## src/source/rv_isa_pkg.sv

```systemverilog
package rv_isa_pkg;

    typedef logic [31:0] word_t;
    typedef logic [31:0] inst_t;
    typedef logic [4:0]  reg_idx_t;
    typedef logic [2:0]  funct3_t;
    typedef logic [6:0]  opcode_t;
    typedef logic [1:0]  size_t;

    //////////////////////////////
    // Instruction fields.
    //////////////////////////////

    localparam int RD_LSB = 7;
    localparam int F3_LSB = 12;

    // Major opcodes.
    localparam opcode_t OPC_LOAD  = 7'b0000011;
    localparam opcode_t OPC_STORE = 7'b0100011;

    //////////////////////////////
    // Access size and sign.
    //////////////////////////////

    localparam funct3_t F3_B  = 3'b000;
    localparam funct3_t F3_H  = 3'b001;
    localparam funct3_t F3_W  = 3'b010;
    localparam funct3_t F3_BU = 3'b100; // Zero-extended byte.
    localparam funct3_t F3_HU = 3'b101;

    // Low two funct3 bits.
    localparam size_t SZ_B = 2'b00;
    localparam size_t SZ_H = 2'b01;
    localparam size_t SZ_W = 2'b10;

endpackage

```

## src/source/dbus_pkg.sv

```systemverilog
package dbus_pkg;

    localparam int BUS_BYTES = 4;
    localparam int WORD_LSB  = 2; // Byte offset bits below the word index.

    typedef logic [31:0]          addr_t;
    typedef logic [BUS_BYTES-1:0] strobe_t;

    // Lane masks before the offset shift.
    localparam strobe_t STRB_B = 4'b0001;
    localparam strobe_t STRB_H = 4'b0011;
    localparam strobe_t STRB_W = 4'b1111;

    //////////////////////////////
    // RAM geometry and latency.
    //////////////////////////////

    localparam int RAM_WORDS     = 256;
    localparam int RAM_ADDR_BITS = 8;
    localparam int RAM_BASE_LAT  = 1;
    localparam int LAT_SEL_BITS  = 2; // Word index bits added to the base.
    localparam int LAT_CNT_BITS  = 3;

    typedef logic [RAM_ADDR_BITS-1:0] ram_idx_t;
    typedef logic [LAT_CNT_BITS-1:0]  lat_cnt_t;

endpackage

```

## src/source/load_store_unit.sv

```systemverilog
`timescale 1ns/10ps

module load_store_unit (
    input  logic                 clk,
    input  logic                 arst_n,
    input  logic                 it_valid,
    input  rv_isa_pkg::inst_t    it_inst,
    input  dbus_pkg::addr_t      it_addr,
    input  rv_isa_pkg::word_t    it_store_data,
    output logic                 it_ready,
    output logic                 dreq,
    output logic                 dwrite,
    output dbus_pkg::addr_t      daddr,
    output rv_isa_pkg::word_t    dwdata,
    output dbus_pkg::strobe_t    dstrb,
    input  logic                 dack,
    input  rv_isa_pkg::word_t    drdata,
    output logic                 res_valid,
    output rv_isa_pkg::word_t    res_value,
    output rv_isa_pkg::reg_idx_t res_rd,
    output logic                 res_reg_write,
    output rv_isa_pkg::inst_t    res_inst,
    input  logic                 res_ready
);
    import rv_isa_pkg::*;
    import dbus_pkg::*;

    typedef enum logic [1:0] {idle, bus_req, bus_release, result} state_t;

    state_t  state;
    inst_t   held_inst;
    addr_t   held_addr;
    word_t   held_sdata;
    word_t   ld_word;
    funct3_t funct3;
    size_t   size;
    logic    is_load;
    logic    is_store;
    logic    it_mem;
    logic    take;
    strobe_t strb_base;
    word_t   lane_word;
    word_t   load_value;

    assign take     = it_valid && it_ready;
    assign it_mem   = (it_inst[6:0] == OPC_LOAD) || (it_inst[6:0] == OPC_STORE);
    assign is_load  = (held_inst[6:0] == OPC_LOAD);
    assign is_store = (held_inst[6:0] == OPC_STORE);
    assign funct3   = held_inst[F3_LSB +: $bits(funct3_t)];
    assign size     = funct3[1:0];

    //////////////////////////////
    // Control.
    //////////////////////////////

    always_ff @(posedge clk or negedge arst_n) begin
        if (!arst_n) begin
            state <= idle;
        end else begin
            case (state)
                idle: begin
                    if (take) begin
                        state <= it_mem ? bus_req : result;
                    end
                end
                bus_req: begin
                    if (dack) begin
                        state <= bus_release;
                    end
                end
                bus_release: begin
                    if (!dack) begin
                        state <= result;
                    end
                end
                result: begin
                    if (res_ready) begin
                        state <= idle;
                    end
                end
                default: state <= idle;
            endcase
        end
    end

    always_ff @(posedge clk) begin
        if (take) begin
            held_inst  <= it_inst;
            held_addr  <= it_addr;
            held_sdata <= it_store_data;
        end
        if (state == bus_req && dack) begin
            ld_word <= drdata; // Only valid while dack is high.
        end
    end

    //////////////////////////////
    // Lane alignment.
    //////////////////////////////

    always_comb begin
        case (size)
            SZ_B:    strb_base = STRB_B;
            SZ_H:    strb_base = STRB_H;
            default: strb_base = STRB_W;
        endcase
    end

    assign lane_word = ld_word >> {held_addr[1:0], 3'b000};

    always_comb begin
        case (funct3)
            F3_B:    load_value = {{24{lane_word[7]}}, lane_word[7:0]};
            F3_BU:   load_value = {24'b0, lane_word[7:0]};
            F3_H:    load_value = {{16{lane_word[15]}}, lane_word[15:0]};
            F3_HU:   load_value = {16'b0, lane_word[15:0]};
            F3_W:    load_value = ld_word;
            default: load_value = '0;
        endcase
    end

    assign it_ready      = (state == idle);
    assign dreq          = (state == bus_req);
    assign dwrite        = is_store;
    assign daddr         = held_addr;
    assign dwdata        = held_sdata << {held_addr[1:0], 3'b000};
    assign dstrb         = strb_base << held_addr[1:0];
    assign res_valid     = (state == result);
    assign res_value     = is_load ? load_value : held_addr;
    assign res_rd        = held_inst[RD_LSB +: $bits(reg_idx_t)];
    assign res_reg_write = !is_store; // Stores write no register.
    assign res_inst      = held_inst;

    half_aligned: assert property (@(posedge clk) disable iff (!arst_n)
        dreq && (size == SZ_H) |-> (daddr[0] == 1'b0))
        else $error("Misaligned halfword access.");

    word_aligned: assert property (@(posedge clk) disable iff (!arst_n)
        dreq && (size == SZ_W) |-> (daddr[1:0] == 2'b00))
        else $error("Misaligned word access.");

    dreq_held: assert property (@(posedge clk) disable iff (!arst_n)
        dreq && !dack |=> dreq && $stable(daddr) && $stable(dwrite))
        else $error("Data bus request changed before its acknowledge.");

endmodule

```

## config.mk

```make
export PLATFORM = sky130hd
export DESIGN_NAME = load_store_unit
export DESIGN_NICKNAME = d
export VERILOG_FILES = /design/src/source/rv_isa_pkg.sv /design/src/source/dbus_pkg.sv /design/src/source/load_store_unit.sv
export SDC_FILE = /design/constraint.sdc
export NUM_CORES = 1
export LEC_CHECK = 0
export BUFFER_PORTS_ARGS = -buffer_cell sky130_fd_sc_hd__buf_2
export CAP_MARGIN = 20
export CORE_MARGIN = 2
export CORE_UTILIZATION = 46
export CTS_BUF_LIST = sky130_fd_sc_hd__clkbuf_16
export DETAILED_ROUTE_END_ITERATION = 10
export PLACE_DENSITY = 0.8
export SYNTH_ARGS = -nofsm -noshare
export SYNTH_HDL_FRONTEND = slang
export SYNTH_SLANG_ARGS = --single-unit
```

## constraint.sdc

```tcl
create_clock -name clk -period 3.9 [get_ports clk]
set_clock_uncertainty 0.05 [all_clocks]
set_input_delay 0.195 -clock clk [delete_from_list [all_inputs] [get_ports clk]]
set_output_delay 0.195 -clock clk [all_outputs]
set_load 0.05 [all_outputs]
```

# Word level (Yosys, flattened, before mapping)
# Index checks and enable logic that the tools add are counted.
# Widths: inputs -> output; s select.
[word_totals]
output_inout_bits = 142
inputBits = 133
ff_bits = 130
[classes]
mux = 9
reduce_logical = 8
eq_ne = 16
shifts = 3
[op_table]
columns = ["operator", "n"]
rows = [
  ["$pmux 32 s5", 1],
  ["$mux 32", 1],
  ["$shl 32x5->32", 1],
  ["$shr 32x5->16", 1],
  ["$eq 7x2->1 const B", 2],
  ["$eq 7x6->1 const B", 2],
  ["$mux 2", 5],
  ["$pmux 2 s4", 1],
  ["$pmux 4 s2", 1],
  ["$eq 3x3->1 const B", 2],
  ["$ne 2x1->1 const B", 3],
  ["$eq 2x1->1 const B", 2],
  ["$eq 2x2->1 const B", 2],
  ["$logic_not 2->1", 2],
  ["$reduce_and 4->1", 1],
  ["$shl 4x2->4", 1],
  ["$eq 3x1->1 const B", 1],
  ["$eq 3x2->1 const B", 1],
  ["$logic_not 3->1", 1],
  ["$logic_and 1x1->1", 2],
  ["$ne 2x2->1 const B", 1],
  ["$logic_not 1->1", 1],
  ["$logic_or 1x1->1", 1],
]

# Logic depth before layout (Yosys ltp)
[logic_depth]
word_depth = 5
depth_mapped = 6

# Worst setup path after synthesis
# Ideal clock, no wire load.
[synth_path]
path_kind = "flip-flop to flip-flop"
from = "register state[0]"
to = "register held_addr[0] (netlist: daddr[0]), enable pin"
synth_period_minus_slack_ps = 3823
arrival_ps = 3308
setup_slack_ps = 77
path_stages_with_launch = 4
n_path_buf = 0
setup_time_ps = 465
path_cell_list = "dfrtp_1 -> inv_1 -> ha_1 -> and2_1"
[synth_via]
elab_chain_len = 2
[synth_lines]
columns = ["item", "line_no", "rtl"]
rows = [
  ["from (decl)", "load_store_unit.sv:30", "state_t state;"],
  ["from (signal assigned)", "load_store_unit.sv:58", "state <= idle;"],
  ["from (signal assigned)", "load_store_unit.sv:63", "state <= it_mem ? bus_req : result;"],
  ["from (signal assigned)", "load_store_unit.sv:68", "state <= bus_release;"],
  ["$logic_not 2->1", "load_store_unit.sv:122", "assign it_ready = (state == idle);"],
  ["via it_ready", "load_store_unit.sv:10", "output logic it_ready,"],
  ["$logic_and 1x1->1", "load_store_unit.sv:45", "assign take = it_valid && it_ready;"],
  ["via take", "load_store_unit.sv:40", "logic take;"],
  ["to (signal assigned)", "load_store_unit.sv:89", "held_addr <= it_addr;"],
  ["to (decl)", "load_store_unit.sv:32", "addr_t held_addr;"],
]
# The timed path passes the listed nets, and every way through them passes these cells.
# A chain may end at the register's enable or synchronous reset.

# Worst setup path in the final report
[layout_path]
from = "register held_addr[0] (netlist: daddr[0])"
to = "output port res_value[3]"
[layout_via]
elab_chain_len = 3
[layout_lines]
columns = ["item", "line_no", "rtl"]
rows = [
  ["$shr 32x5->16", "load_store_unit.sv:109", "assign lane_word = ld_word >> {held_addr[1:0], 3'b000};"],
  ["$pmux 32 s5", "load_store_unit.sv:112", "case (funct3)"],
  ["$mux 32", "load_store_unit.sv:129", "assign res_value = is_load ? load_value : held_addr;"],
  ["to (decl)", "load_store_unit.sv:19", "output rv_isa_pkg::word_t res_value,"],
]
# No other way between the ends.

==> qor.txt <==
Status = complete, no violations
Peak Freq = 0.320 GHz
Clk root buf = clkbuf_16
Reg clk slew, reported paths = 60 ps
Cell family with most CP delay = simple AND/OR/NAND/NOR gates
CTS Buffer Depth = 2
Row Count = 40
WS Path Type = reg2out
Slew HR = 40.3%
H-tree levels = 4
CP endpoint kind = output pin
Synthesized Nets = 534
Non-Filler Instances = 981
Per-cell routed wire length = 18.8 um
Slew Viols, Final = 0
First-pass GRT wire length = 26900 um
Cts bufs inserted = 17
WL final = 18500 um
Hold Fails Final Rpt = 0
Post-Syn Area = 5710 um2
Leakage Power = 3.81 nW
CTS tree = yes
DR vias = 5100
Number of global-route vias before repair = 5346
Max Cap Viol = 0
DR pass1 iterations = 5
Initial antenna violation count = 0
Layout area overhead = 59.3%
Crit share post-route = 80.1%
Die width = 115 um
Worst-Skew Late Latency = 410 ps
Tightest Hold Check Type = in2async
Average size of a mapped cell = 14.4 um2
Worst EP required = 3650 ps
Sequential share of the synthesized area = 68.2%
Power Dens Cells = 602 nW/um2
Max VDD drop = 0.660 mV
Die area = 13300 um2
Io pins = 275
CP max stage cell = nor2b_1
Total congestion overflow = 0
I/O Buffers = 274
Die height = 115 um
Critical path fanouts, max = 14
Core ar. = 12100 um2
Residual DRC = 0
Worst EP arrival = 2880 ps
Largest net degree at the start of global routing = 52
Share of cells above drive strength 1 = 43.0%
Antenna viol nets, final = 0
GRT Overall Usage = 27.1%
Unrepaired setup endpoints after global routing = no
Critical Path Max Stage Delay = 790 ps
Min cycle time layout = 3120 ps
Synthesized flop and latch total = 130
Starting Density = 47.4%
Post-synthesis instance total = 396
Yosys cell types = 45
Buf/Inv on CP = 1
Worst-Margin Slew = 894 ps
CTS sink cnt = 130
Setup TNS = 0 ps
Setup violators final = 0
# nets final = 937
Post-DP HPWL = 11800 um
Postcts setup bufs = 0
Synth warnings = 0
Gpl congestion = 0.822
DRT iter0 DRCs = 445
Critical path cell sequence = nor2b_1 > a22oi_1 > o21ai_0 > mux2_2 > buf_2
Vias/cell = 5.20
DP Cell Count = 819
Startpoint types = flop
==> report_power, final <==
part / switching [W] / internal (W)
Clock: 0.000619 / 0.000948
Sequential: 0.000142 / 0.00184
Combinational: 0.00142 / 0.000507
Total: 0.00218 / 0.00329
==> repair_timing <==
| item | CTS | global route |
|---|---|---|
| hold buffers | 129 | 0 |
| hold endpoints to repair | 130 | 0 |
| setup endpoints to repair | 0 | 0 |
| gates resized for setup | 0 | 0 |
==> cell usage after synthesis (all sizes together) <==
cell / instances / share of area, %
nor4: 1 / 0.11
a221o: 7 / 1.2
nand2: 44 / 2.9
a2bb2oi: 1 / 0.15
nor2: 14 / 0.92
a22oi: 14 / 1.8
dfrtp: 2 / 0.88
mux4: 1 / 0.39
and2: 10 / 1.1
and4bb: 1 / 0.22
mux2: 12 / 2.4
edfxtp: 128 / 67
or2: 1 / 0.11
buf: 23 / 2.4
o221ai: 1 / 0.15
or3b: 1 / 0.15
or4b: 1 / 0.18
nor2b: 10 / 1.1
o31ai: 1 / 0.22
o21ai: 27 / 2.4
inv: 6 / 0.39
mux2i: 20 / 3.5
nand3: 2 / 0.26
o2bb2ai: 7 / 1.1
ha: 5 / 1.1
a21oi: 12 / 1.1
nand4: 1 / 0.11
a311o: 1 / 0.35
nor3b: 1 / 0.13
clkbuf: 7 / 0.46
nor3: 4 / 0.35
o21bai: 1 / 0.13
a211oi: 9 / 1.4
a22o: 1 / 0.15
nand2b: 1 / 0.11
o211ai: 17 / 3.1
nand3b: 1 / 0.20
==> cells by family (layout without fill, tap and decap cells) <==
group | Yosys count | count (layout) | share of synthesized area [%]
buffers and inverters | 36 | 452 | 3.26
multiplexers | 33 | 33 | 6.26
other | 0 | 1 | 0
AND/OR/NAND/NOR | 93 | 93 | 7.93
adder cells (fa/ha/maj) | 5 | 5 | 1.10
flip-flops | 130 | 130 | 68.2
AO/OA/AOI/OAI | 99 | 99 | 13.3
==> final cells by class <==
class,instances,area (um2)
flip-flops and latches,130,3890
fillers,728,2960
repair buffers,414,2750
multi-input cells,230,1640
clock buffers,17,425
well taps,168,210
clock inverters,15,159
inverters,6,22.5
diodes,1,2.50
==> registers in the layout (all words and copies together), names as in the netlist <==
name        flops
held_sdata     32
state           2
ld_word        32
res_inst       32
daddr          32
==> per-stage QoR <==
step / worst slack, ps / power [W] / util [%] / hold slack [ps] / cell area [um2]
2_1_floorplan: 77.2 / 0.00334 / - / -151 / 5710
3_3_place_gp: 1440 / 0.00374 / 59.9 / -67.4 / 7220
5_1_grt: 560 / 0.00567 / 75.4 / 30.4 / 9100
3_5_place_dp: 1250 / 0.00379 / 59.9 / -62.8 / 7220
6_report: 777 / 0.00548 / 75.4 / 49.2 / 9100
4_1_cts: 770 / 0.00546 / 75.4 / 27.3 / 9100
==> routing by layer <==
metal | share of wire (%) | GRT usage [%] | up-vias | routed length, um
li1 | - | - | 2328 | -
met1 | 37 | 29.8 | 2489 | 6820
met2 | 54 | 48.3 | 231 | 10000
met3 | 5.6 | 7.69 | 52 | 1040
met4 | 3.2 | 12.9 | 0 | 588
met5 | 0 | 0 | - | 0
==> path summary, 6_finish.rpt <==
path                       startpoint      endpoint  slack (ps)  depth (start not counted)
max reg2reg                  state[0]     daddr[31]        1630                          4
min in group clk                 dack      state[1]         260                          4
max                          daddr[0]  res_value[3]         780                          5
max in group asynchronous      arst_n      state[1]        3650                          2
min                            arst_n      state[0]          50                          2
min reg2reg                  state[1]      state[1]         550                          2
==> cells in the final DEF (no fill, tap or decap), types with 2 or more instances in the layout <==
master / n
buf_2: 274
dlygate4sd3_1: 129
edfxtp_1: 128
nand2_1: 44
o21ai_0: 26
mux2i_1: 20
clkbuf_16: 17
nor2_1: 14
a22oi_1: 14
mux2_2: 12
a21oi_1: 11
buf_4: 11
nor2b_1: 10
o211ai_2: 10
and2_1: 9
a211oi_1: 8
inv_1: 7
o211ai_1: 7
o2bb2ai_1: 7
a221o_1: 7
ha_1: 5
nor3_1: 4
inv_6: 4
clkinvlp_4: 4
clkinv_2: 2
bufinv_16: 2
dfrtp_1: 2
Power figures use the tool's default switching activity.
