==> src/source/rv_isa_pkg.sv <==
package rv_isa_pkg;

    typedef logic [31:0] word_t;
    typedef logic [31:0] inst_t;
    typedef logic [4:0]  reg_idx_t;
    typedef logic [2:0]  funct3_t;
    typedef logic [6:0]  opcode_t;
    typedef logic [1:0]  size_t;

    //////////////////////////////
    // Instruction fields.
    //////////////////////////////

    localparam int RD_LSB = 7;
    localparam int F3_LSB = 12;

    // Major opcodes.
    localparam opcode_t OPC_LOAD  = 7'b0000011;
    localparam opcode_t OPC_STORE = 7'b0100011;

    //////////////////////////////
    // Access size and sign.
    //////////////////////////////

    localparam funct3_t F3_B  = 3'b000;
    localparam funct3_t F3_H  = 3'b001;
    localparam funct3_t F3_W  = 3'b010;
    localparam funct3_t F3_BU = 3'b100; // Zero-extended byte.
    localparam funct3_t F3_HU = 3'b101;

    // Low two funct3 bits.
    localparam size_t SZ_B = 2'b00;
    localparam size_t SZ_H = 2'b01;
    localparam size_t SZ_W = 2'b10;

endpackage

==> src/source/dbus_pkg.sv <==
package dbus_pkg;

    localparam int BUS_BYTES = 4;
    localparam int WORD_LSB  = 2; // Byte offset bits below the word index.

    typedef logic [31:0]          addr_t;
    typedef logic [BUS_BYTES-1:0] strobe_t;

    // Lane masks before the offset shift.
    localparam strobe_t STRB_B = 4'b0001;
    localparam strobe_t STRB_H = 4'b0011;
    localparam strobe_t STRB_W = 4'b1111;

    //////////////////////////////
    // RAM geometry and latency.
    //////////////////////////////

    localparam int RAM_WORDS     = 256;
    localparam int RAM_ADDR_BITS = 8;
    localparam int RAM_BASE_LAT  = 1;
    localparam int LAT_SEL_BITS  = 2; // Word index bits added to the base.
    localparam int LAT_CNT_BITS  = 3;

    typedef logic [RAM_ADDR_BITS-1:0] ram_idx_t;
    typedef logic [LAT_CNT_BITS-1:0]  lat_cnt_t;

endpackage

==> src/source/mem_stage_intake.sv <==
`timescale 1ns/10ps

module mem_stage_intake (
    input  logic              clk,
    input  logic              arst_n,
    input  logic              ex_req,
    input  rv_isa_pkg::inst_t ex_inst,
    input  rv_isa_pkg::word_t ex_alu_result,
    input  rv_isa_pkg::word_t ex_store_data,
    output logic              ex_ack,
    output logic              it_valid,
    output rv_isa_pkg::inst_t it_inst,
    output dbus_pkg::addr_t   it_addr,
    output rv_isa_pkg::word_t it_store_data,
    input  logic              it_ready
);

    typedef enum logic [1:0] {idle, acked, drain} state_t;

    state_t state;
    logic   capture;
    logic   consume;

    assign capture = (state == idle) && ex_req; // Holding register is empty in idle.
    assign consume = it_valid && it_ready;
    assign ex_ack  = (state == acked);

    always_ff @(posedge clk or negedge arst_n) begin
        if (!arst_n) begin
            state    <= idle;
            it_valid <= 1'b0;
        end else begin
            case (state)
                idle: begin
                    if (ex_req) begin
                        state <= acked;
                    end
                end
                acked: begin
                    // Item may still be waiting when the source lets go.
                    if (!ex_req) begin
                        state <= (it_valid && !consume) ? drain : idle;
                    end
                end
                drain: begin
                    if (consume) begin
                        state <= idle;
                    end
                end
                default: state <= idle;
            endcase

            if (capture) begin
                it_valid <= 1'b1;
            end else if (consume) begin
                it_valid <= 1'b0;
            end
        end
    end

    always_ff @(posedge clk) begin
        if (capture) begin
            it_inst       <= ex_inst;
            it_addr       <= ex_alu_result; // ALU result is the address.
            it_store_data <= ex_store_data;
        end
    end

    ack_follows_req: assert property (@(posedge clk) disable iff (!arst_n)
        $rose(ex_ack) |-> $past(ex_req))
        else $error("Intake acknowledged without a request.");

endmodule

==> config.mk <==
export PLATFORM = sky130hd
export DESIGN_NAME = mem_stage_intake
export DESIGN_NICKNAME = d
export VERILOG_FILES = /design/src/source/rv_isa_pkg.sv /design/src/source/dbus_pkg.sv /design/src/source/mem_stage_intake.sv
export SDC_FILE = /design/constraint.sdc
export NUM_CORES = 1
export LEC_CHECK = 0
export BUFFER_PORTS_ARGS = -buffer_cell sky130_fd_sc_hd__buf_2
export CAP_MARGIN = 25
export CORE_ASPECT_RATIO = 0.7
export CORE_MARGIN = 2
export CORE_UTILIZATION = 41
export DETAILED_ROUTE_END_ITERATION = 8
export PLACE_DENSITY = 0.9
export SKIP_CTS_REPAIR_TIMING = 1
export SYNTH_ARGS = -nofsm -noshare
export SYNTH_HDL_FRONTEND = slang
export SYNTH_SLANG_ARGS = --single-unit
==> constraint.sdc <==
create_clock -name clk -period 6.6 [get_ports clk]
set_clock_uncertainty 0.15 [all_clocks]
set_input_delay 0.66 -clock clk [delete_from_list [all_inputs] [get_ports clk]]
set_output_delay 0.66 -clock clk [all_outputs]
set_load 0.01 [all_outputs]
# After elaboration in Yosys (flattened, before gate mapping)
# Index checks and enable logic that the tools add are counted.
# totals
wordCells	24
regBits	99
out_inout_bits	98
in_bits	100
# classes
muxes	7
eq_ne	5
reduce_logical	7
# op_table
op	count
$mux W2	4
$ne A2 B2 Y1 const B	3
$pmux W2 S3	1
$logic_and A1 B1 Y1	3
$reduce_and A3 Y1	1
$eq A2 B1 Y1 const B	1
$eq A2 B2 Y1 const B	1
$logic_not A2 Y1	1
$mux W1	2
$reduce_bool A2 Y1	1
$logic_not A1 Y1	1

# Longest topological paths before layout
# Gate-level depths: netlist of run 1.
# logic_depth
ltp_word	6
depth_mapped	2
ltp_nobuf	2

# Worst setup path before layout of run 1
# OpenSTA, ideal clock, no wires.
# synth_path
path_type	input to register
from	in ex_req
to	reg it_addr[0], enable pin
t_required_ps	5915
arrival_ps	4336
setup_ps	535
setup_slack_ps	1579
path_buffers	0
stages	1
path_cell_list	nor3b_2
# synth_between
elab_chain_cells	1
# synth_lines
element	line	text
start, declared	mem_stage_intake.sv:6	input logic ex_req,
$logic_and A1 B1 Y1	mem_stage_intake.sv:24	assign capture = (state == idle) && ex_req;
end signal, assigned	mem_stage_intake.sv:64	it_addr <= ex_alu_result;
end, declared	mem_stage_intake.sv:13	output dbus_pkg::addr_t it_addr,
# No other way between the ends.
# A chain may end at the register's enable or synchronous reset.

# Worst setup path in the final report of run 1
# layout_path
from	reg state[1]
to	out ex_ack
# layout_between
elab_chain_cells	1
# layout_lines
element	line	text
start, declared	mem_stage_intake.sv:20	state_t state;
start signal, assigned	mem_stage_intake.sv:30	state <= idle;
start signal, assigned	mem_stage_intake.sv:36	state <= acked;
start signal, assigned	mem_stage_intake.sv:42	state <= (it_valid && !consume) ? drain : idle;
$eq A2 B1 Y1	mem_stage_intake.sv:26	assign ex_ack = (state == acked);
end, declared	mem_stage_intake.sv:10	output logic ex_ack,
# No other way between the ends.

==> results.py, run 1 <==
metrics = {
    "sta": {
        "rsz0062_at_grt": "false",
        "maxSlewViolCount": 0,
        "worst_pin_slew_ns": 0.601,
        "post-route-period-util_pct": 30.2,
        "fin_ws_ns": 4.61,
        "setup_tns_ns": 0,
        "finalHoldViolCount": 0,
        "hold_ws_ns": 0.326,
        "fmax_ghz": 0.502,
        "slew_headroom_pct": 59.9,
        "finalSetupViolCount": 0,
        "post-route-min-period_ns": 1.99,
    },
    "worst_setup_path": {
        "required_ns": 5.79,
        "start_kind": "flip-flop",
        "slowest_delay_ns": 0.46,
        "cp.arrival_ns": 1.18,
        "worst-path-buf-inv": 1,
        "path_max_fanout": 5,
        "critPathSlowestCell": "dfrtp_1",
        "end_kind": "output pin",
        "crit_type": "reg -> out",
        "cp_top_family": "flip-flops",
        "crit_chain": "and2b_2 -> buf_2",
    },
    "die": {
        "initial_core_util_pct": 41.9,
        "die_h_um": 75.9,
        "core_area_um2": 7220,
        "io_pins": 198,
        "num_rows": 26,
        "die_area_um2": 8100,
        "chipWidth_um": 107,
    },
    "logic_synthesis": {
        "seq_area_frac_synth_pct": 97.6,
        "ys_ff_latch": 99,
        "synthCells": 108,
        "synth.distinct_cells": 10,
        "ys_warn_count": 0,
        "synth_top_area_cell": "edfxtp_1",
        "yosys-top-cells-area": "edfxtp_1 95%, dfrtp_1 2.5%, and2b_2 0.58%",
        "netlist_area_um2": 3030,
        "synth_top_area_share_pct": 95.2,
        "syn_avg_cell_area_um2": 28.0,
        "syn_nets": 208,
    },
    "hold_path": {
        "hold_path_class": "in -> reg",
    },
    "clocking": {
        "cts_buffer_depth": 2,
        "clk_latency_ns": 0.35,
        "cts_tree": "built",
        "root_buffer": "clkbuf_8",
        "clock_sinks": 99,
        "cts-buffers-inserted": 9,
        "htree_levels": 3,
        "clk_pin_slew_ns": 0.10,
    },
    "routing": {
        "route.detailed.drc": 0,
        "drt-total-wl_um": 6190,
        "wire_per_inst_um": 14.7,
        "firstDrtPassIters": 4,
        "drtAntennaViolNets": 0,
        "drt_iter0_drc": 47,
        "vias": 1818,
        "via_per_inst": 4.31,
    },
    "final_layout": {
        "final_area_um2": 4410,
        "drive_above_1_share_pct": 67.0,
        "num_antenna_cells": 0,
        "post-route-util_pct": 61.1,
        "area_delta_synth_final_pct": 45.6,
        "fin_nets": 419,
    },
    "placement": {
        "dpl.hpwl_um": 4710,
        "routabilityCongestion": 0.678,
        "place_ws_ns": 4.56,
        "dpl_cell_area_um2": 4160,
        "io_buffer_count": 197,
    },
    "global_routing": {
        "grt_overflow": 0,
        "grt_usage_pct": 15.4,
        "grt_max_degree": 51,
        "grt_pass1_wl_um": 9290,
        "grt_pass1_vias": 1897,
        "antenna_found_initial": 0,
    },
    "power_and_ir_drop": {
        "peakVddDrop_v": 0.000178,
        "leakage_uw": 0.00188,
        "power_density_nw_per_um2": 293,
    },
    "status": {
        "status": "finished clean",
    },
    "flow_run": {
        "drv_cap": 0,
    },
}
-- cell type report --
cell class	count	area (um^2)
well taps	98	123
inverters	1	3.75
multi-input cells	8	73.8
clock buffers	10	128
flip-flops and latches	99	2960
fillers	556	2810
repair buffers	200	1010
clock inverters	6	113
-- per-layer routing --
| layer | vias up | global-route usage [%] | wire length [um] |
|---|---|---|---|
| li1 | 853 | - | - |
| met1 | 830 | 17.3 | 2290 |
| met2 | 127 | 25.2 | 3090 |
| met3 | 8 | 8.09 | 742 |
| met4 | 0 | 5.58 | 71 |
| met5 | - | 0 | 0 |
-- registers in the layout (all words and copies together), names as in the netlist --
| register | count |
|---|---|
| state | 2 |
| it_valid | 1 |
| it_addr | 32 |
| it_inst | 32 |
| it_store_data | 32 |
-- synthesized netlist by cell type --
| cell | instances |
|---|---|
| a21o_1 | 1 |
| and2b_2 | 2 |
| dfrtp_1 | 3 |
| edfxtp_1 | 96 |
| inv_1 | 1 |
| nand2_1 | 1 |
| nand4bb_1 | 1 |
| nor2b_1 | 1 |
| nor3b_2 | 1 |
| o2bb2ai_1 | 1 |
-- cell families after synthesis --
logic type	share of synthesized area, %
compound gates	0.537
buf+inv	0.124
simple gates	1.69
flops	97.6
-- cells in the final DEF, fill, tap and decap left out, types with 2 or more instances in the layout --
cell type  instances
buf_4              2
clkbuf_8           9
dfrtp_1            3
buf_2            197
bufinv_16          3
and2b_2            2
edfxtp_1          96
-- power breakdown --
group | leakage, uW | switching [uW] | total, uW | internal [uW]
logic | 0.000823 | 56.4 | 102 | 45.9
clock network | 0.000121 | 192 | 445 | 253
registers | 0.000938 | 9.35 | 743 | 733
total | 0.00188 | 258 | 1290 | 1030
-- worst paths after layout --
kind	startpoint	slack [ns]	end	cells after the start
max in group asynchronous	arst_n	5.72	it_valid$_DFFE_PN0P_	2
min in group asynchronous	arst_n	0.47	state[1]$_DFFE_PN0P_	2
max	state[1]$_DFFE_PN0P_	4.61	ex_ack	2
min	ex_inst[14]	0.33	it_inst[14]$_DFFE_PP_	1
min reg2reg	it_valid$_DFFE_PN0P_	0.39	it_valid$_DFFE_PN0P_	1
max reg2reg	state[1]$_DFFE_PN0P_	4.84	it_addr[21]$_DFFE_PP_	2
-- per-stage QoR --
stage               cells  total power, uW
finish                422             1290
global route          422             1340
CTS                   421             1300
detailed placement    405              861
global placement      405              855
floorplan             108              797
Note: power is estimated with default switching activity, not from simulation.
==> run 2: changes to the inputs <==
==> constraint.sdc (replaced) <==
create_clock -name clk -period 1.9 [get_ports clk]
set_clock_uncertainty 0.15 [all_clocks]
set_input_delay 0.19 -clock clk [delete_from_list [all_inputs] [get_ports clk]]
set_output_delay 0.19 -clock clk [all_outputs]
set_load 0.01 [all_outputs]
==> results.py, run 2 <==
metrics = {
    "logic_synthesis": {
        "ys_warn_count": 0,
        "synth_most_common_cell": "edfxtp_1",
        "synth_edf_count": 96,
        "syn_avg_cell_area_um2": 28.0,
        "yosys-top-cells-area": "edfxtp_1 95%, dfrtp_1 2.5%, and2b_2 0.58%",
        "syn_nets": 208,
        "synth.distinct_cells": 10,
        "synth_top_area_share_pct": 95.2,
        "synth_common_cells": "96 x edfxtp_1, 3 x dfrtp_1, 2 x and2b_2",
        "ys.flop_type": "edfxtp_1",
        "async_flop_share_pct": 3.03,
        "ys_ff_latch": 99,
        "synth_top_area_cell": "edfxtp_1",
        "synthCells": 108,
        "seq_area_frac_synth_pct": 97.6,
        "netlist_area_um2": 3030,
    },
    "global_routing": {
        "grt_max_degree": 57,
    },
    "status": {
        "toolErrorMsg": "[ERROR RSZ-0060] Max buffer count reached.",
        "status": "did not finish",
        "flow.stopped_at": "5_1_grt",
    },
    "die": {
        "num_rows": 26,
        "chipWidth_um": 107,
        "io_pins": 198,
        "initial_core_util_pct": 41.9,
        "die_h_um": 75.9,
    },
    "clocking": {
        "cts_buffer_depth": 2,
        "htree_levels": 3,
        "cts-buffers-inserted": 9,
        "root_buffer": "clkbuf_8",
        "clock_sinks": 99,
    },
    "placement": {
        "routabilityCongestion": 0.710,
        "io_buffer_count": 197,
    },
}
-- run 2: kinds of logic after synthesis --
| group | synth area share, % |
|---|---|
| simple gates | 1.69 |
| flops | 97.6 |
| buf+inv | 0.124 |
| compound gates | 0.537 |
-- run 2: through the flow --
stage / cells / setup slack [ns] / cell area [um^2] / hold WS (ns)
2_1_floorplan: 108 / -1.60 / 3040 / -0.256
3_3_place_gp: 405 / 0.382 / 4180 / -0.165
3_5_place_dp: 405 / 0.333 / 4180 / -0.161
4_1_cts: 421 / 0.309 / 4370 / -0.561
==> run 3: changes to the inputs <==
--- a/config.mk
+++ b/config.mk
@@ -7,11 +7,10 @@
 export LEC_CHECK = 0
 export BUFFER_PORTS_ARGS = -buffer_cell sky130_fd_sc_hd__buf_2
 export CAP_MARGIN = 25
-export CORE_ASPECT_RATIO = 0.7
 export CORE_MARGIN = 2
-export CORE_UTILIZATION = 41
+export CORE_UTILIZATION = 40
 export DETAILED_ROUTE_END_ITERATION = 8
-export PLACE_DENSITY = 0.9
+export PLACE_DENSITY_LB_ADDON = 0.15
 export SKIP_CTS_REPAIR_TIMING = 1
 export SYNTH_ARGS = -nofsm -noshare
 export SYNTH_HDL_FRONTEND = slang
==> results.py, run 3 <==
metrics = {
    "logic_synthesis": {
        "yosys-top-cells-area": "edfxtp_1 95%, dfrtp_1 2.5%, and2b_2 0.58%",
        "netlist_area_um2": 3030,
        "ys_ff_latch": 99,
        "synth_most_common_cell": "edfxtp_1",
        "synth_edf_count": 96,
        "syn_avg_cell_area_um2": 28.0,
        "ys_warn_count": 0,
        "synthCells": 108,
        "synth_top_area_share_pct": 95.2,
        "syn_nets": 208,
        "seq_area_frac_synth_pct": 97.6,
        "ys.flop_type": "edfxtp_1",
        "synth_common_cells": "96 x edfxtp_1, 3 x dfrtp_1, 2 x and2b_2",
        "synth_top_area_cell": "edfxtp_1",
        "async_flop_share_pct": 3.03,
        "synth.distinct_cells": 10,
    },
    "clocking": {
        "cts-buffers-inserted": 9,
        "cts_buffer_depth": 2,
        "clock_sinks": 99,
        "root_buffer": "clkbuf_8",
        "htree_levels": 3,
    },
    "placement": {
        "dp.cells": 406,
        "io_buffer_count": 197,
        "routabilityCongestion": 0.742,
    },
    "global_routing": {
        "grt_max_degree": 57,
    },
    "die": {
        "initial_core_util_pct": 41.5,
        "chipWidth_um": 91.0,
        "die_h_um": 91.0,
        "num_rows": 31,
        "io_pins": 198,
    },
    "status": {
        "toolErrorMsg": "[ERROR RSZ-0060] Max buffer count reached.",
        "status": "did not finish",
        "flow.stopped_at": "5_1_grt",
    },
}
## run 3: kinds of logic after synthesis
| kind of cell | Yosys count | synth area share (%) |
|---|---|---|
| simple gates | 6 | 1.69 |
| flops | 99 | 97.6 |
| compound gates | 2 | 0.537 |
| buf+inv | 1 | 0.124 |
## run 3: through the flow
stage               area, um^2  util (%)  setup WS [ns]
CTS                       4360      59.7          0.304
detailed placement        4190      57.4          0.324
global placement          4190      57.4          0.365
floorplan                 3040         -          -1.60
