===== config.mk =====
export PLATFORM = sky130hd
export DESIGN_NAME = writeback_port
export DESIGN_NICKNAME = d
export VERILOG_FILES = /design/src/source/rv_isa_pkg.sv /design/src/source/writeback_port.sv
export SDC_FILE = /design/constraint.sdc
export NUM_CORES = 1
export LEC_CHECK = 0
export BUFFER_PORTS_ARGS = -buffer_cell sky130_fd_sc_hd__buf_2
export CAP_MARGIN = 20
export CELL_PAD_IN_SITES_DETAIL_PLACEMENT = 1
export CELL_PAD_IN_SITES_GLOBAL_PLACEMENT = 2
export CORE_MARGIN = 8
export CORE_UTILIZATION = 29
export CTS_CLUSTER_DIAMETER = 40
export CTS_CLUSTER_SIZE = 30
export DETAILED_ROUTE_END_ITERATION = 10
export GPL_ROUTABILITY_DRIVEN = 0
export PLACE_DENSITY_LB_ADDON = 0.1
export SLEW_MARGIN = 20
export SYNTH_ARGS = -nofsm -noshare
export SYNTH_HDL_FRONTEND = slang
export SYNTH_SLANG_ARGS = --single-unit
export TNS_END_PERCENT = 1

===== constraint.sdc =====
create_clock -name clk -period 4.85 [get_ports clk]
set_input_delay 0 -clock clk [delete_from_list [all_inputs] [get_ports clk]]
set_output_delay 0 -clock clk [all_outputs]
set_load 0.02 [all_outputs]

===== src/source/rv_isa_pkg.sv =====
package rv_isa_pkg;

    typedef logic [31:0] word_t;
    typedef logic [31:0] inst_t;
    typedef logic [4:0]  reg_idx_t;
    typedef logic [2:0]  funct3_t;
    typedef logic [6:0]  opcode_t;
    typedef logic [1:0]  size_t;

    //////////////////////////////
    // Instruction fields.
    //////////////////////////////

    localparam int RD_LSB = 7;
    localparam int F3_LSB = 12;

    // Major opcodes.
    localparam opcode_t OPC_LOAD  = 7'b0000011;
    localparam opcode_t OPC_STORE = 7'b0100011;

    //////////////////////////////
    // Access size and sign.
    //////////////////////////////

    localparam funct3_t F3_B  = 3'b000;
    localparam funct3_t F3_H  = 3'b001;
    localparam funct3_t F3_W  = 3'b010;
    localparam funct3_t F3_BU = 3'b100; // Zero-extended byte.
    localparam funct3_t F3_HU = 3'b101;

    // Low two funct3 bits.
    localparam size_t SZ_B = 2'b00;
    localparam size_t SZ_H = 2'b01;
    localparam size_t SZ_W = 2'b10;

endpackage


===== src/source/writeback_port.sv =====
`timescale 1ns/10ps

module writeback_port (
    input  logic                 clk,
    input  logic                 arst_n,
    input  logic                 res_valid,
    input  rv_isa_pkg::word_t    res_value,
    input  rv_isa_pkg::reg_idx_t res_rd,
    input  logic                 res_reg_write,
    input  rv_isa_pkg::inst_t    res_inst,
    output logic                 res_ready,
    output logic                 wb_req,
    output rv_isa_pkg::word_t    wb_value,
    output rv_isa_pkg::reg_idx_t wb_rd,
    output logic                 wb_reg_write,
    output rv_isa_pkg::inst_t    wb_inst,
    input  logic                 wb_ack
);

    typedef enum logic [1:0] {empty, req, wait_release} state_t;

    state_t state;
    logic   take;

    assign res_ready = (state == empty);
    assign take      = res_valid && res_ready;
    assign wb_req    = (state == req);

    always_ff @(posedge clk or negedge arst_n) begin
        if (!arst_n) begin
            state <= empty;
        end else begin
            case (state)
                empty: begin
                    if (res_valid) begin
                        state <= req;
                    end
                end
                req: begin
                    if (wb_ack) begin
                        state <= wait_release;
                    end
                end
                wait_release: begin
                    if (!wb_ack) begin
                        state <= empty; // Free for the next result.
                    end
                end
                default: state <= empty;
            endcase
        end
    end

    // Held output is also the forwarding source.
    always_ff @(posedge clk) begin
        if (take) begin
            wb_value     <= res_value;
            wb_rd        <= res_rd;
            wb_reg_write <= res_reg_write;
            wb_inst      <= res_inst;
        end
    end

    wb_stable: assert property (@(posedge clk) disable iff (!arst_n)
        wb_req && $past(wb_req) |-> $stable(wb_value) && $stable(wb_rd)
            && $stable(wb_reg_write) && $stable(wb_inst))
        else $error("Writeback data changed while the request was up.");

endmodule


After elaboration in Yosys (flattened, before gate mapping)
Cells that the tools add are included.
{ "totals": {"ff_bits": 72, "wordCells": 17, "inputBits": 74} }
{ "classes": {"reduce_logical": 3, "n_mux": 4, "n_eq_ne": 5} }
{ "op_table": {"columns": ["operator", "count"], "rows": [
  ["2-bit two-way mux", 3],
  ["2-bit case mux with 3 select lines", 1],
  ["2-bit inequality test, second input constant", 2],
  ["3-bit AND reduction", 1],
  ["2-bit by 1-bit equality test with 1-bit output, second input constant", 1],
  ["2-bit equality test, second input constant", 1],
  ["2-bit logical NOT", 1],
  ["2-bit by 1-bit inequality test with 1-bit output, second input constant", 1],
  ["1-bit logical AND", 1]
]} }

Depth between registers and ports, before layout
Gate-level depths: netlist (run 1).
{ "logic_depth": {"ltp_word": 3, "depth_mapped": 2} }

Worst setup path before layout (run 1)
OpenSTA, ideal clock, no wires.
{ "synth_timing": {"kind": "register to register", "from": "register state[0]", "to": "register wb_inst[0] (enable)", "path_stages_with_launch": 3, "path_slack_ns": 1.980, "path_buffers": 0, "synth_period_minus_slack_ns": 2.870, "arrival_ns": 2.435, "path_cell_list": "dfrtp_1 -> nor2_1 -> and2_1"} }
{ "synth_between": {"elab_chain_len": 2} }
{ "synth_rtl": {"columns": ["item", "line_no", "rtl"], "rows": [
  ["start: declaration", "writeback_port.sv:22", "state_t state;"],
  ["start signal: assignment", "writeback_port.sv:31", "state <= empty;"],
  ["start signal: assignment", "writeback_port.sv:36", "state <= req;"],
  ["start signal: assignment", "writeback_port.sv:41", "state <= wait_release;"],
  ["2-bit logical NOT", "writeback_port.sv:25", "assign res_ready = (state == empty);"],
  ["named net res_ready", "writeback_port.sv:11", "output logic res_ready,"],
  ["1-bit logical AND", "writeback_port.sv:26", "assign take = res_valid && res_ready;"],
  ["named net take", "writeback_port.sv:23", "logic take;"],
  ["end signal: assignment", "writeback_port.sv:60", "wb_inst <= res_inst;"],
  ["end: declaration", "writeback_port.sv:16", "output rv_isa_pkg::inst_t wb_inst,"]
]} }
The timed path passes the listed nets, and every way through them passes these cells.
A chain may end at the register's enable or synchronous reset.

Worst setup path after layout (run 1)
{ "layout_timing": {"from": "register state[0]", "to": "register wb_inst[17] (enable)"} }
{ "layout_between": {"elab_chain_len": 2} }
{ "layout_rtl": {"columns": ["item", "line_no"], "rows": [
  ["2-bit logical NOT", "writeback_port.sv:25"],
  ["1-bit logical AND", "writeback_port.sv:26"],
  ["named net take", "writeback_port.sv:23"]
]} }
The timed path passes the listed nets, and every way through them passes these cells.

==> flow_metrics.env, run 1 <==
export IMPL_maxCapViolations=0
export IMPL_grt_max_degree=71
export IMPL_synth_distinct_cells=10
export IMPL_clock_sinks=72
export IMPL_dp_cells=325
export IMPL_placed_area_um2=3060
export IMPL_clock_path_buffers=2
export IMPL_cp_arrival_ns=1.74
export IMPL_timing_hold_violations_final=0
export IMPL_wl_um=6750
export IMPL_power_density_nw_per_um2=438
export IMPL_core_region_area_um2=7290
export IMPL_ios=146
export IMPL_cts_tree="built"
export IMPL_syn_to_final_growth_pct=81.0
export IMPL_pwr_share_clk_pct=25.5
export IMPL_nNetsFinal=385
export IMPL_drive_gt1_share_pct=51.3
export IMPL_fill_cells=743
export IMPL_vdd_drop_max_mv=0.270
export IMPL_synth_area_leader_cell="edfxtp_1"
export IMPL_setup_viol=0
export IMPL_p_sw_share_pct=30.1
export IMPL_postCtsHoldBufs=74
export IMPL_cts_buffers=9
export IMPL_antenna_found_initial=0
export IMPL_p_sw_mw=0.526
export IMPL_synth_seq_area_share_pct=97.6
export IMPL_wl_per_cell_um=16.3
export IMPL_grt_pass1_vias=1914
export IMPL_holdCritPathClass="input port to flop"
export IMPL_stdcell_area_um2=3990
export IMPL_relSlewSlack_pct=41.4
export IMPL_worst_pin_slew_ns=0.879
export IMPL_grt_ovfl_total=0
export IMPL_fin_ws_ns=3.07
export IMPL_synth_top_area_share_pct=95.3
export IMPL_syn_area_per_cell_um2=27.6
export IMPL_netlist_area_um2=2200
export IMPL_start_util_pct=30.2
export IMPL_hold_slack_ns=0.373
export IMPL_ys_ff_latch=72
export IMPL_p_seq_share_pct=49.9
export IMPL_fp_dieH_um=103
export IMPL_antennaDiodeCount=0
export IMPL_critPathCaptureType="flop"
export IMPL_dieArea_um2=10600
export IMPL_crit_fanout=70
export IMPL_final_cells=415
export IMPL_syn_inst=80
export IMPL_final_util_pct=54.7
export IMPL_io_buffers=145
export IMPL_power_mw=1.75
export IMPL_num_rows=31
export IMPL_tns_ns=0
export IMPL_ys_top_cells_by_area="edfxtp_1, dfrtp_1, and2b_2"
export IMPL_max_freq_mhz=560
export IMPL_skew_ns=0.00334
export IMPL_track_usage_pct=12.6
export IMPL_p_int_mw=1.22
export IMPL_first_pass_iters=3
export IMPL_top_layer="met4"
export IMPL_post_cts_buffers=0
export IMPL_outcome="finished, final reports clean"
export IMPL_cts_resized=0
export IMPL_drt_met1_wl_um=2350
export IMPL_vias_per_cell=3.99
export IMPL_fin_crit_ns=1.78
export IMPL_drtIter0Drc=63
export IMPL_cts_root_buf="clkbuf_8"
export IMPL_vias=1657
export IMPL_grt_pass1_wl_um=9820
export IMPL_cp_start_kind="flop"
export IMPL_pwr_share_comb_pct=24.6
export IMPL_most_common_layout_cells="buf_2, dlygate4sd3_1, edfxtp_1"
export IMPL_critPathRequiredTime_ns=4.81
export IMPL_clock_latency_ns=0.33
export IMPL_ys_warn_count=0
export IMPL_mostFrequentLayoutCell="buf_2"
export IMPL_post_route_drc_count=0
export IMPL_criticalPathCategory="flop to flop"
export IMPL_htreeDepth=3
export IMPL_drv_slew=0
export IMPL_postRouteAntennaNets=0
export IMPL_pre_cts_slack_ns=3.06
export IMPL_route_met2_wl_um=3460
export IMPL_period_share_pct=36.8
export IMPL_syn_nets=154
export IMPL_rsz0062_at_grt="false"
export IMPL_clk_pin_slew_ns=0.08
export IMPL_met3_wirelength_um=853
export IMPL_die_x_um=103
export IMPL_leakage_nw=1.69
registers in the layout, summed over array words and instances, names as in the netlist:
signal        flops
state             2
wb_inst          32
wb_rd             5
wb_reg_write      1
wb_value         32
cell families (layout without fill, tap and decap cells):
family	after synthesis	after routing	share of synthesized area, %
flops	72	72	97.6
simple gates	6	6	1.82
compound gates	2	2	0.567
buf+inv	0	236	0
worst max-delay path, stage by stage (launching register included):
cell and delay [ns]:
dfrtp_1 0.41, nor2_1 0.14, and2_2 0.15, buf_4 0.66
synthesized netlist by cell type:
master / count
o21a_1: 1
nand2b_1: 1
or2b_1: 1
a21oi_1: 1
dfrtp_1: 2
and2b_1: 1
nor2_1: 1
edfxtp_1: 70
and2b_2: 1
and2_1: 1
final cells by class:
cell class	count	area (µm²)	share of cell area, %
well taps	99	124	3.10
clock inverters	6	60.1	1.50
repair buffers	220	1470	36.9
multi-input cells	8	53.8	1.35
flip-flops and latches	72	2150	53.9
clock buffers	10	128	3.20
power by group through the flow:
stage	clock, mW	sequential [mW]	combinational (mW)
floorplan	0	1.03	0.0796
global placement	0	0.880	0.383
detailed placement	0	0.888	0.391
CTS	0.462	0.876	0.439
global route	0.489	0.887	0.464
finish	0.447	0.873	0.431
per-layer routing:
layer / up-vias / global-route usage (%)
li1: 781 / -
met1: 783 / 12.5
met2: 86 / 21.8
met3: 7 / 6.49
met4: 0 / 5.01
met5: - / 0
worst paths after layout:
kind | start | end | slack [ns] | depth (start not counted)
setup reg to reg | state[0]$_DFFE_PN0P_ | wb_inst[17]$_DFFE_PP_ | 3.07 | 3
hold / removal | res_inst[8] | wb_inst[8]$_DFFE_PP_ | 0.37 | 2
max in group asynchronous | arst_n | state[0]$_DFFE_PN0P_ | 4.17 | 3
hold reg to reg | state[1]$_DFFE_PN0P_ | state[0]$_DFFE_PN0P_ | 0.48 | 1
min in group asynchronous | arst_n | state[1]$_DFFE_PN0P_ | 0.55 | 3
setup / recovery | state[0]$_DFFE_PN0P_ | wb_inst[17]$_DFFE_PP_ | 3.07 | 3
Note: power is estimated with default switching activity, not from simulation.
==> run 2, diff against run 1 <==
--- a/config.mk
+++ b/config.mk
@@ -5,12 +5,13 @@
 export SDC_FILE = /design/constraint.sdc
 export NUM_CORES = 1
 export LEC_CHECK = 0
+export ABC_AREA = 1
 export BUFFER_PORTS_ARGS = -buffer_cell sky130_fd_sc_hd__buf_2
 export CAP_MARGIN = 20
 export CELL_PAD_IN_SITES_DETAIL_PLACEMENT = 1
 export CELL_PAD_IN_SITES_GLOBAL_PLACEMENT = 2
 export CORE_MARGIN = 8
-export CORE_UTILIZATION = 29
+export CORE_UTILIZATION = 24
 export CTS_CLUSTER_DIAMETER = 40
 export CTS_CLUSTER_SIZE = 30
 export DETAILED_ROUTE_END_ITERATION = 10
==> constraint.sdc (replaced) <==
create_clock -name clk -period 1.62 [get_ports clk]
set_input_delay 0 -clock clk [delete_from_list [all_inputs] [get_ports clk]]
set_output_delay 0 -clock clk [all_outputs]
set_load 0.02 [all_outputs]
==> run 2 against run 1 <==
  * Sequential share of layout area shrank 1.2 points
  * Worst setup slack lost 2.8 ns
  * Largest power group unchanged
  * Critical path depth grew 1
  * Die area grew 17%
  * Critical endpoint is now wb_value[21]$_DFFE_PP_
==> flow_metrics.env, run 2 <==
export IMPL_outcome="finished, final reports clean"
export IMPL_post_route_drc_count=0
export IMPL_cts_buffers=9
export IMPL_stdcell_area_um2=4080
export IMPL_syn_area_per_cell_um2=26.2
export IMPL_skew_ns=0.00550
export IMPL_synthTopCellsByCount="edfxtp_1, inv_1, nand2_1, nand3_1, dfrtp_1"
export IMPL_cts_resized=0
export IMPL_holdCritPathClass="input port to flop"
export IMPL_cpMaxStageDelayCell="dfrtp_1"
export IMPL_rsz0062_at_grt="false"
export IMPL_placed_area_um2=3120
export IMPL_fin_crit_ns=1.39
export IMPL_synth_edff_count=70
export IMPL_ys_flop_type="edfxtp_1"
export IMPL_syn_inst=84
export IMPL_cp_startpoint="state[0]$_DFFE_PN0P_"
export IMPL_criticalPathCategory="flop to flop"
export IMPL_pwr_share_comb_pct=26.8
export IMPL_die_x_um=112
export IMPL_grt_pass1_vias=1925
export IMPL_rr_endpoint="wb_value[21]$_DFFE_PP_"
export IMPL_ys_warn_count=0
export IMPL_grt_pass1_wl_um=10100
export IMPL_p_int_mw=3.96
export IMPL_drtIter0Drc=95
export IMPL_start_util_pct=24.3
export IMPL_ff2ff_setup_slack_ns=0.23
export IMPL_p_sw_share_pct=30.5
export IMPL_clock_sinks=72
export IMPL_core_region_area_um2=9060
export IMPL_clock_latency_ns=0.33
export IMPL_fp_dieH_um=112
export IMPL_antenna_found_initial=0
export IMPL_yosysMostFrequentCell="edfxtp_1"
export IMPL_period_share_pct=85.7
export IMPL_htreeDepth=3
export IMPL_synth_area_leader_cell="edfxtp_1"
export IMPL_crit_fanout=30
export IMPL_leakage_nw=1.72
export IMPL_vias_per_cell=3.82
export IMPL_syn_nets=158
export IMPL_syn_to_final_growth_pct=85.3
export IMPL_io_buffers=145
export IMPL_nNetsFinal=392
export IMPL_drv_slew=0
export IMPL_largest_registers="wb_inst x32, wb_value x32, wb_rd x5"
export IMPL_cts_root_buf="clkbuf_8"
export IMPL_synth_distinct_cells=7
export IMPL_ios=146
export IMPL_final_cells=434
export IMPL_worst_pin_slew_ns=0.220
export IMPL_worst_path_largest_cell_delay_ns=0.42
export IMPL_antennaDiodeCount=0
export IMPL_async_reset_ff_share_pct=2.78
export IMPL_wl_per_cell_um=15.4
export IMPL_ys_top_cells_by_area="edfxtp_1, dfrtp_1, nand3_1"
export IMPL_synth_seq_area_share_pct=97.7
export IMPL_r2r_cells=4
export IMPL_most_common_layout_cells="buf_2, dlygate4sd3_1, edfxtp_1"
export IMPL_cp_arrival_ns=1.41
export IMPL_dieArea_um2=12500
export IMPL_netlist_area_um2=2200
export IMPL_dp_cells=343
export IMPL_setup_viol=0
export IMPL_wl_um=6670
export IMPL_grt_max_degree=31
export IMPL_vias=1657
export IMPL_clk_pin_slew_ns=0.07
export IMPL_max_freq_mhz=720
export IMPL_cp_cell_sequence="nor2_2 > nand2_2 > clkinvlp_4 > buf_12"
export IMPL_critPathRequiredTime_ns=1.65
export IMPL_num_rows=35
export IMPL_track_usage_pct=10.7
export IMPL_first_pass_iters=3
export IMPL_dp_hpwl_um=4710
export IMPL_relSlewSlack_pct=85.3
export IMPL_crit_path_end="wb_value[21]$_DFFE_PP_"
export IMPL_mostFrequentLayoutCell="buf_2"
export IMPL_power_density_nw_per_um2=1400
export IMPL_synth_top_area_share_pct=95.4
export IMPL_maxCapViolations=0
export IMPL_drive_gt1_share_pct=51.1
export IMPL_vdd_drop_max_mv=0.600
export IMPL_p_seq_share_pct=46.8
export IMPL_p_sw_mw=1.74
export IMPL_cts_tree="built"
export IMPL_postRouteAntennaNets=0
export IMPL_r2r_start="state[0]$_DFFE_PN0P_"
export IMPL_cp_start_kind="flop"
export IMPL_grt_ovfl_total=0
export IMPL_pwr_share_clk_pct=26.4
export IMPL_critPathCaptureType="flop"
export IMPL_timing_hold_violations_final=0
export IMPL_ys_ff_latch=72
export IMPL_clock_path_buffers=2
[run 2: cell count changes after synthesis, sizes merged]
cell    previous run  this run
inv                0         4
nand2              0         3
nand3              0         3
and2b              2         0
a21oi              1         0
and2               1         0
nand2b             1         0
nor2               1         2
o21a               1         0
or2b               1         0
[run 2: kinds of logic after synthesis]
group                  Yosys count  synth area share (%)
flip-flops                      72                  97.7
buffers and inverters            4                 0.681
AND/OR/NAND/NOR                  8                  1.65
[run 2: through the flow]
stage               utilization [%]  power, mW  hold slack (ns)  setup TNS [ns]  setup slack (ns)
finish                         45.1       5.70            0.373               0             0.232
global route                   45.1       5.99            0.348               0             0.164
CTS                            45.1       5.81            0.352               0             0.219
detailed placement             34.4       4.11           -0.209               0             0.244
global placement               34.4       4.10           -0.210               0             0.248
floorplan                         -       3.47           -0.296          -23.20            -0.331
[run 2: cell type report]
type / count / area, µm²
Fill cell: 930 / 4980
Sequential cell: 72 / 2150
Timing Repair Buffer: 223 / 1520
Tap cell: 111 / 139
Clock buffer: 10 / 128
Clock inverter: 6 / 83.8
Multi-Input combinational cell: 8 / 38.8
Inverter: 4 / 18.8
[run 2: what timing repair did]
action,4_1_cts,5_1_grt
hold buffers,75,0
buffers inserted,0,0
hold endpoints to repair,74,0
[run 2: power groups by stage]
| stage | registers, mW | clock network [mW] | logic [mW] |
|---|---|---|---|
| CTS | 2.67 | 1.57 | 1.56 |
| detailed placement | 2.71 | 0 | 1.40 |
| global placement | 2.70 | 0 | 1.40 |
| floorplan | 3.20 | 0 | 0.271 |
| finish | 2.67 | 1.51 | 1.53 |
| global route | 2.71 | 1.64 | 1.64 |
[run 2: worst min path at each step]
stage / start / end / slack [ns] / depth (start not counted)
floorplan: arst_n / state[0]$_DFFE_PN0P_ / -0.30 / 0
global placement: arst_n / state[1]$_DFFE_PN0P_ / -0.21 / 1
detailed placement: arst_n / state[1]$_DFFE_PN0P_ / -0.21 / 1
CTS: res_inst[21] / wb_inst[21]$_DFFE_PP_ / 0.35 / 2
global route: res_inst[16] / wb_inst[16]$_DFFE_PP_ / 0.35 / 2
finish: res_rd[4] / wb_rd[4]$_DFFE_PP_ / 0.37 / 2
[run 2: per-layer routing]
| layer | GRT usage [%] | up-vias | routed length [µm] | part of all wire [%] |
|---|---|---|---|---|
| met5 | 0 | - | 0 | 0 |
| met4 | 4.65 | 0 | 91 | 1.4 |
| met3 | 6.66 | 7 | 852 | 13 |
| met2 | 17.3 | 91 | 3180 | 48 |
| met1 | 10.8 | 766 | 2540 | 38 |
| li1 | - | 793 | - | - |
[run 2: worst max-delay path, delay by kind of cell (launching register included)]
family                 cells  cell delay [ns]
flip-flops                 1             0.42
buffers and inverters      2             0.41
AND/OR/NAND/NOR            2             0.23
==> run 3, diff against run 2 <==
--- a/config.mk
+++ b/config.mk
@@ -11,7 +11,7 @@
 export CELL_PAD_IN_SITES_DETAIL_PLACEMENT = 1
 export CELL_PAD_IN_SITES_GLOBAL_PLACEMENT = 2
 export CORE_MARGIN = 8
-export CORE_UTILIZATION = 24
+export CORE_UTILIZATION = 29
 export CTS_CLUSTER_DIAMETER = 40
 export CTS_CLUSTER_SIZE = 30
 export DETAILED_ROUTE_END_ITERATION = 10
==> constraint.sdc (replaced) <==
create_clock -name clk -period 1.7 [get_ports clk]
set_input_delay 0 -clock clk [delete_from_list [all_inputs] [get_ports clk]]
set_output_delay 0 -clock clk [all_outputs]
set_load 0.02 [all_outputs]
==> run 3 against run 2 <==
  * Critical path depth is the same
  * Non-clock buffer count shrank 1
  * Clock-buffer cell count is the same
  * Global-route usage grew 2.2 points
  * Cell count shrank 3.0%
  * Clock power grew 5%
  * Clock skew grew 0.0010 ns
  * Sequential share of layout area is essentially flat
  * Routed wire length grew 3.8%
  * First-iteration DRC count shrank 64%
  * Flip-flop and latch count is the same
  * Critical endpoint is now state[0]$_DFFE_PN0P_
==> flow_metrics.env, run 3 (synthesis gave the netlist of run 2 again) <==
export IMPL_cp_arrival_ns=1.60
export IMPL_io_buffers=145
export IMPL_cts_resized=0
export IMPL_cp_num_cells=4
export IMPL_cp_buffers_inverters=1
export IMPL_final_cells=421
export IMPL_drive_gt1_share_pct=50.9
export IMPL_most_common_layout_cells="buf_2, dlygate4sd3_1, edfxtp_1"
export IMPL_grt_busiest_layer="met2"
export IMPL_leakage_nw=1.74
export IMPL_start_util_pct=30.2
export IMPL_multi_input_area_um2=38.8
export IMPL_maxCapViolations=0
export IMPL_cts_buffers=9
export IMPL_die_x_um=103
export IMPL_r2r_cells=4
export IMPL_first_pass_iters=3
export IMPL_setup_viol=0
export IMPL_max_freq_mhz=755
export IMPL_clk_pin_slew_ns=0.07
export IMPL_power_mw=5.58
export IMPL_fin_crit_ns=1.32
export IMPL_antenna_found_initial=0
export IMPL_vdd_drop_max_mv=0.679
export IMPL_vias_per_cell=3.96
export IMPL_htreeDepth=3
export IMPL_crit_family="buffers and inverters"
export IMPL_fin_ws_ns=0.376
export IMPL_post_route_drc_count=0
export IMPL_critPathRequiredTime_ns=1.97
export IMPL_worst_path_largest_cell_delay_ns=0.55
export IMPL_skew_ns=0.00653
export IMPL_rsz0062_at_grt="false"
export IMPL_grt_pass1_wl_um=9850
export IMPL_num_rows=31
export IMPL_worst_pin_slew_ns=0.199
export IMPL_timing_hold_violations_final=0
export IMPL_stdcell_area_um2=4090
export IMPL_cts_root_buf="clkbuf_8"
export IMPL_cpMaxStageDelayCell="dlygate4sd3_1"
export IMPL_criticalPathCategory="flop to flop"
export IMPL_core_region_area_um2=7290
export IMPL_grt_ovfl_total=0
export IMPL_dieArea_um2=10600
export IMPL_postRouteAntennaNets=0
export IMPL_cts_tree="built"
export IMPL_fp_dieH_um=103
export IMPL_wl_um=6930
export IMPL_relSlewSlack_pct=86.7
export IMPL_grt_max_degree=36
export IMPL_post_cts_buffers=0
export IMPL_drtIter0Drc=34
export IMPL_holdCritPathClass="input port to flop"
export IMPL_critPathCaptureType="flop"
export IMPL_largest_registers="wb_inst x32, wb_value x32, wb_rd x5"
export IMPL_whs_path_depth=2
export IMPL_grtUsageMet1_pct=11.9
export IMPL_drv_slew=0
export IMPL_seqCellArea_um2=2150
export IMPL_clock_sinks=72
export IMPL_fill_cells=737
export IMPL_dp_hpwl_um=4570
export IMPL_antennaDiodeCount=0
export IMPL_ios=146
export IMPL_mostFrequentLayoutCell="buf_2"
export IMPL_wl_per_cell_um=16.4
export IMPL_final_util_pct=56.0
export IMPL_syn_to_final_growth_pct=85.4
export IMPL_hold_slack_ns=0.368
export IMPL_postCtsHoldBufs=75
export IMPL_cp_start_kind="flop"
export IMPL_clock_path_buffers=2
export IMPL_vias=1666
export IMPL_period_share_pct=77.9
export IMPL_track_usage_pct=12.9
export IMPL_gr_usage_met2_pct=24.0
export IMPL_crit_fanout=4
export IMPL_cp_cell_sequence="nor2_2 > nand2_2 > nand2_1 > dlygate4sd3_1"
export IMPL_outcome="finished, final reports clean"
export IMPL_tns_ns=0
export IMPL_dp_cells=330
export IMPL_clock_latency_ns=0.33
export IMPL_pre_cts_slack_ns=0.417
export IMPL_nNetsFinal=391
export IMPL_power_density_nw_per_um2=1370
export IMPL_grt_pass1_vias=1891
export IMPL_grtUsageMet3_pct=5.27
export IMPL_placed_area_um2=3100
run 3: cell types whose count changed in the layout (fill, tap and decap cells not counted):
cell        before  now
clkinvlp_4       3    1
clkinv_4         0    1
bufinv_16        2    3
buf_4            1    0
run 3: layer usage:
layer  wire length (µm)  vias to the layer above
li1                   -                      792
met1               2320                      782
met5                  0                        -
met4                 88                        0
met3                741                        9
met2               3770                       83
run 3: power by group:
part	switching [mW]	leakage [nW]	internal, mW	total (mW)
Combinational	0.944	0.936	0.510	1.45
Sequential	0.102	0.683	2.44	2.54
Clock	0.611	0.118	0.970	1.58
run 3: final cells by class:
| class | instances | area share, % |
|---|---|---|
| clock inverter | 6 | 2.63 |
| tap | 99 | 3.03 |
| clock buffer | 10 | 3.12 |
| multi-input combinational | 8 | 0.949 |
| sequential | 72 | 52.7 |
| timing repair buffer | 222 | 37.1 |
| inverter | 4 | 0.459 |
run 3: path summary, 6_finish.rpt:
path                                               to            startpoint  slack (ns)
worst min register to register   state[1]$_DFFE_PN0P_  state[0]$_DFFE_PN0P_        0.59
worst max register to register   state[0]$_DFFE_PN0P_  state[0]$_DFFE_PN0P_        0.38
max in group asynchronous        state[1]$_DFFE_PN0P_                arst_n        1.07
min in group asynchronous        state[0]$_DFFE_PN0P_                arst_n        0.51
worst min-delay path            wb_value[4]$_DFFE_PP_          res_value[4]        0.37
worst max-delay path             state[0]$_DFFE_PN0P_  state[0]$_DFFE_PN0P_        0.38
run 3: worst register-to-register path, cell delays in order (launching register included):
cell and delay (ns):
dfrtp_1 0.41, nor2_2 0.14, nand2_2 0.08, nand2_1 0.07
dlygate4sd3_1 0.55
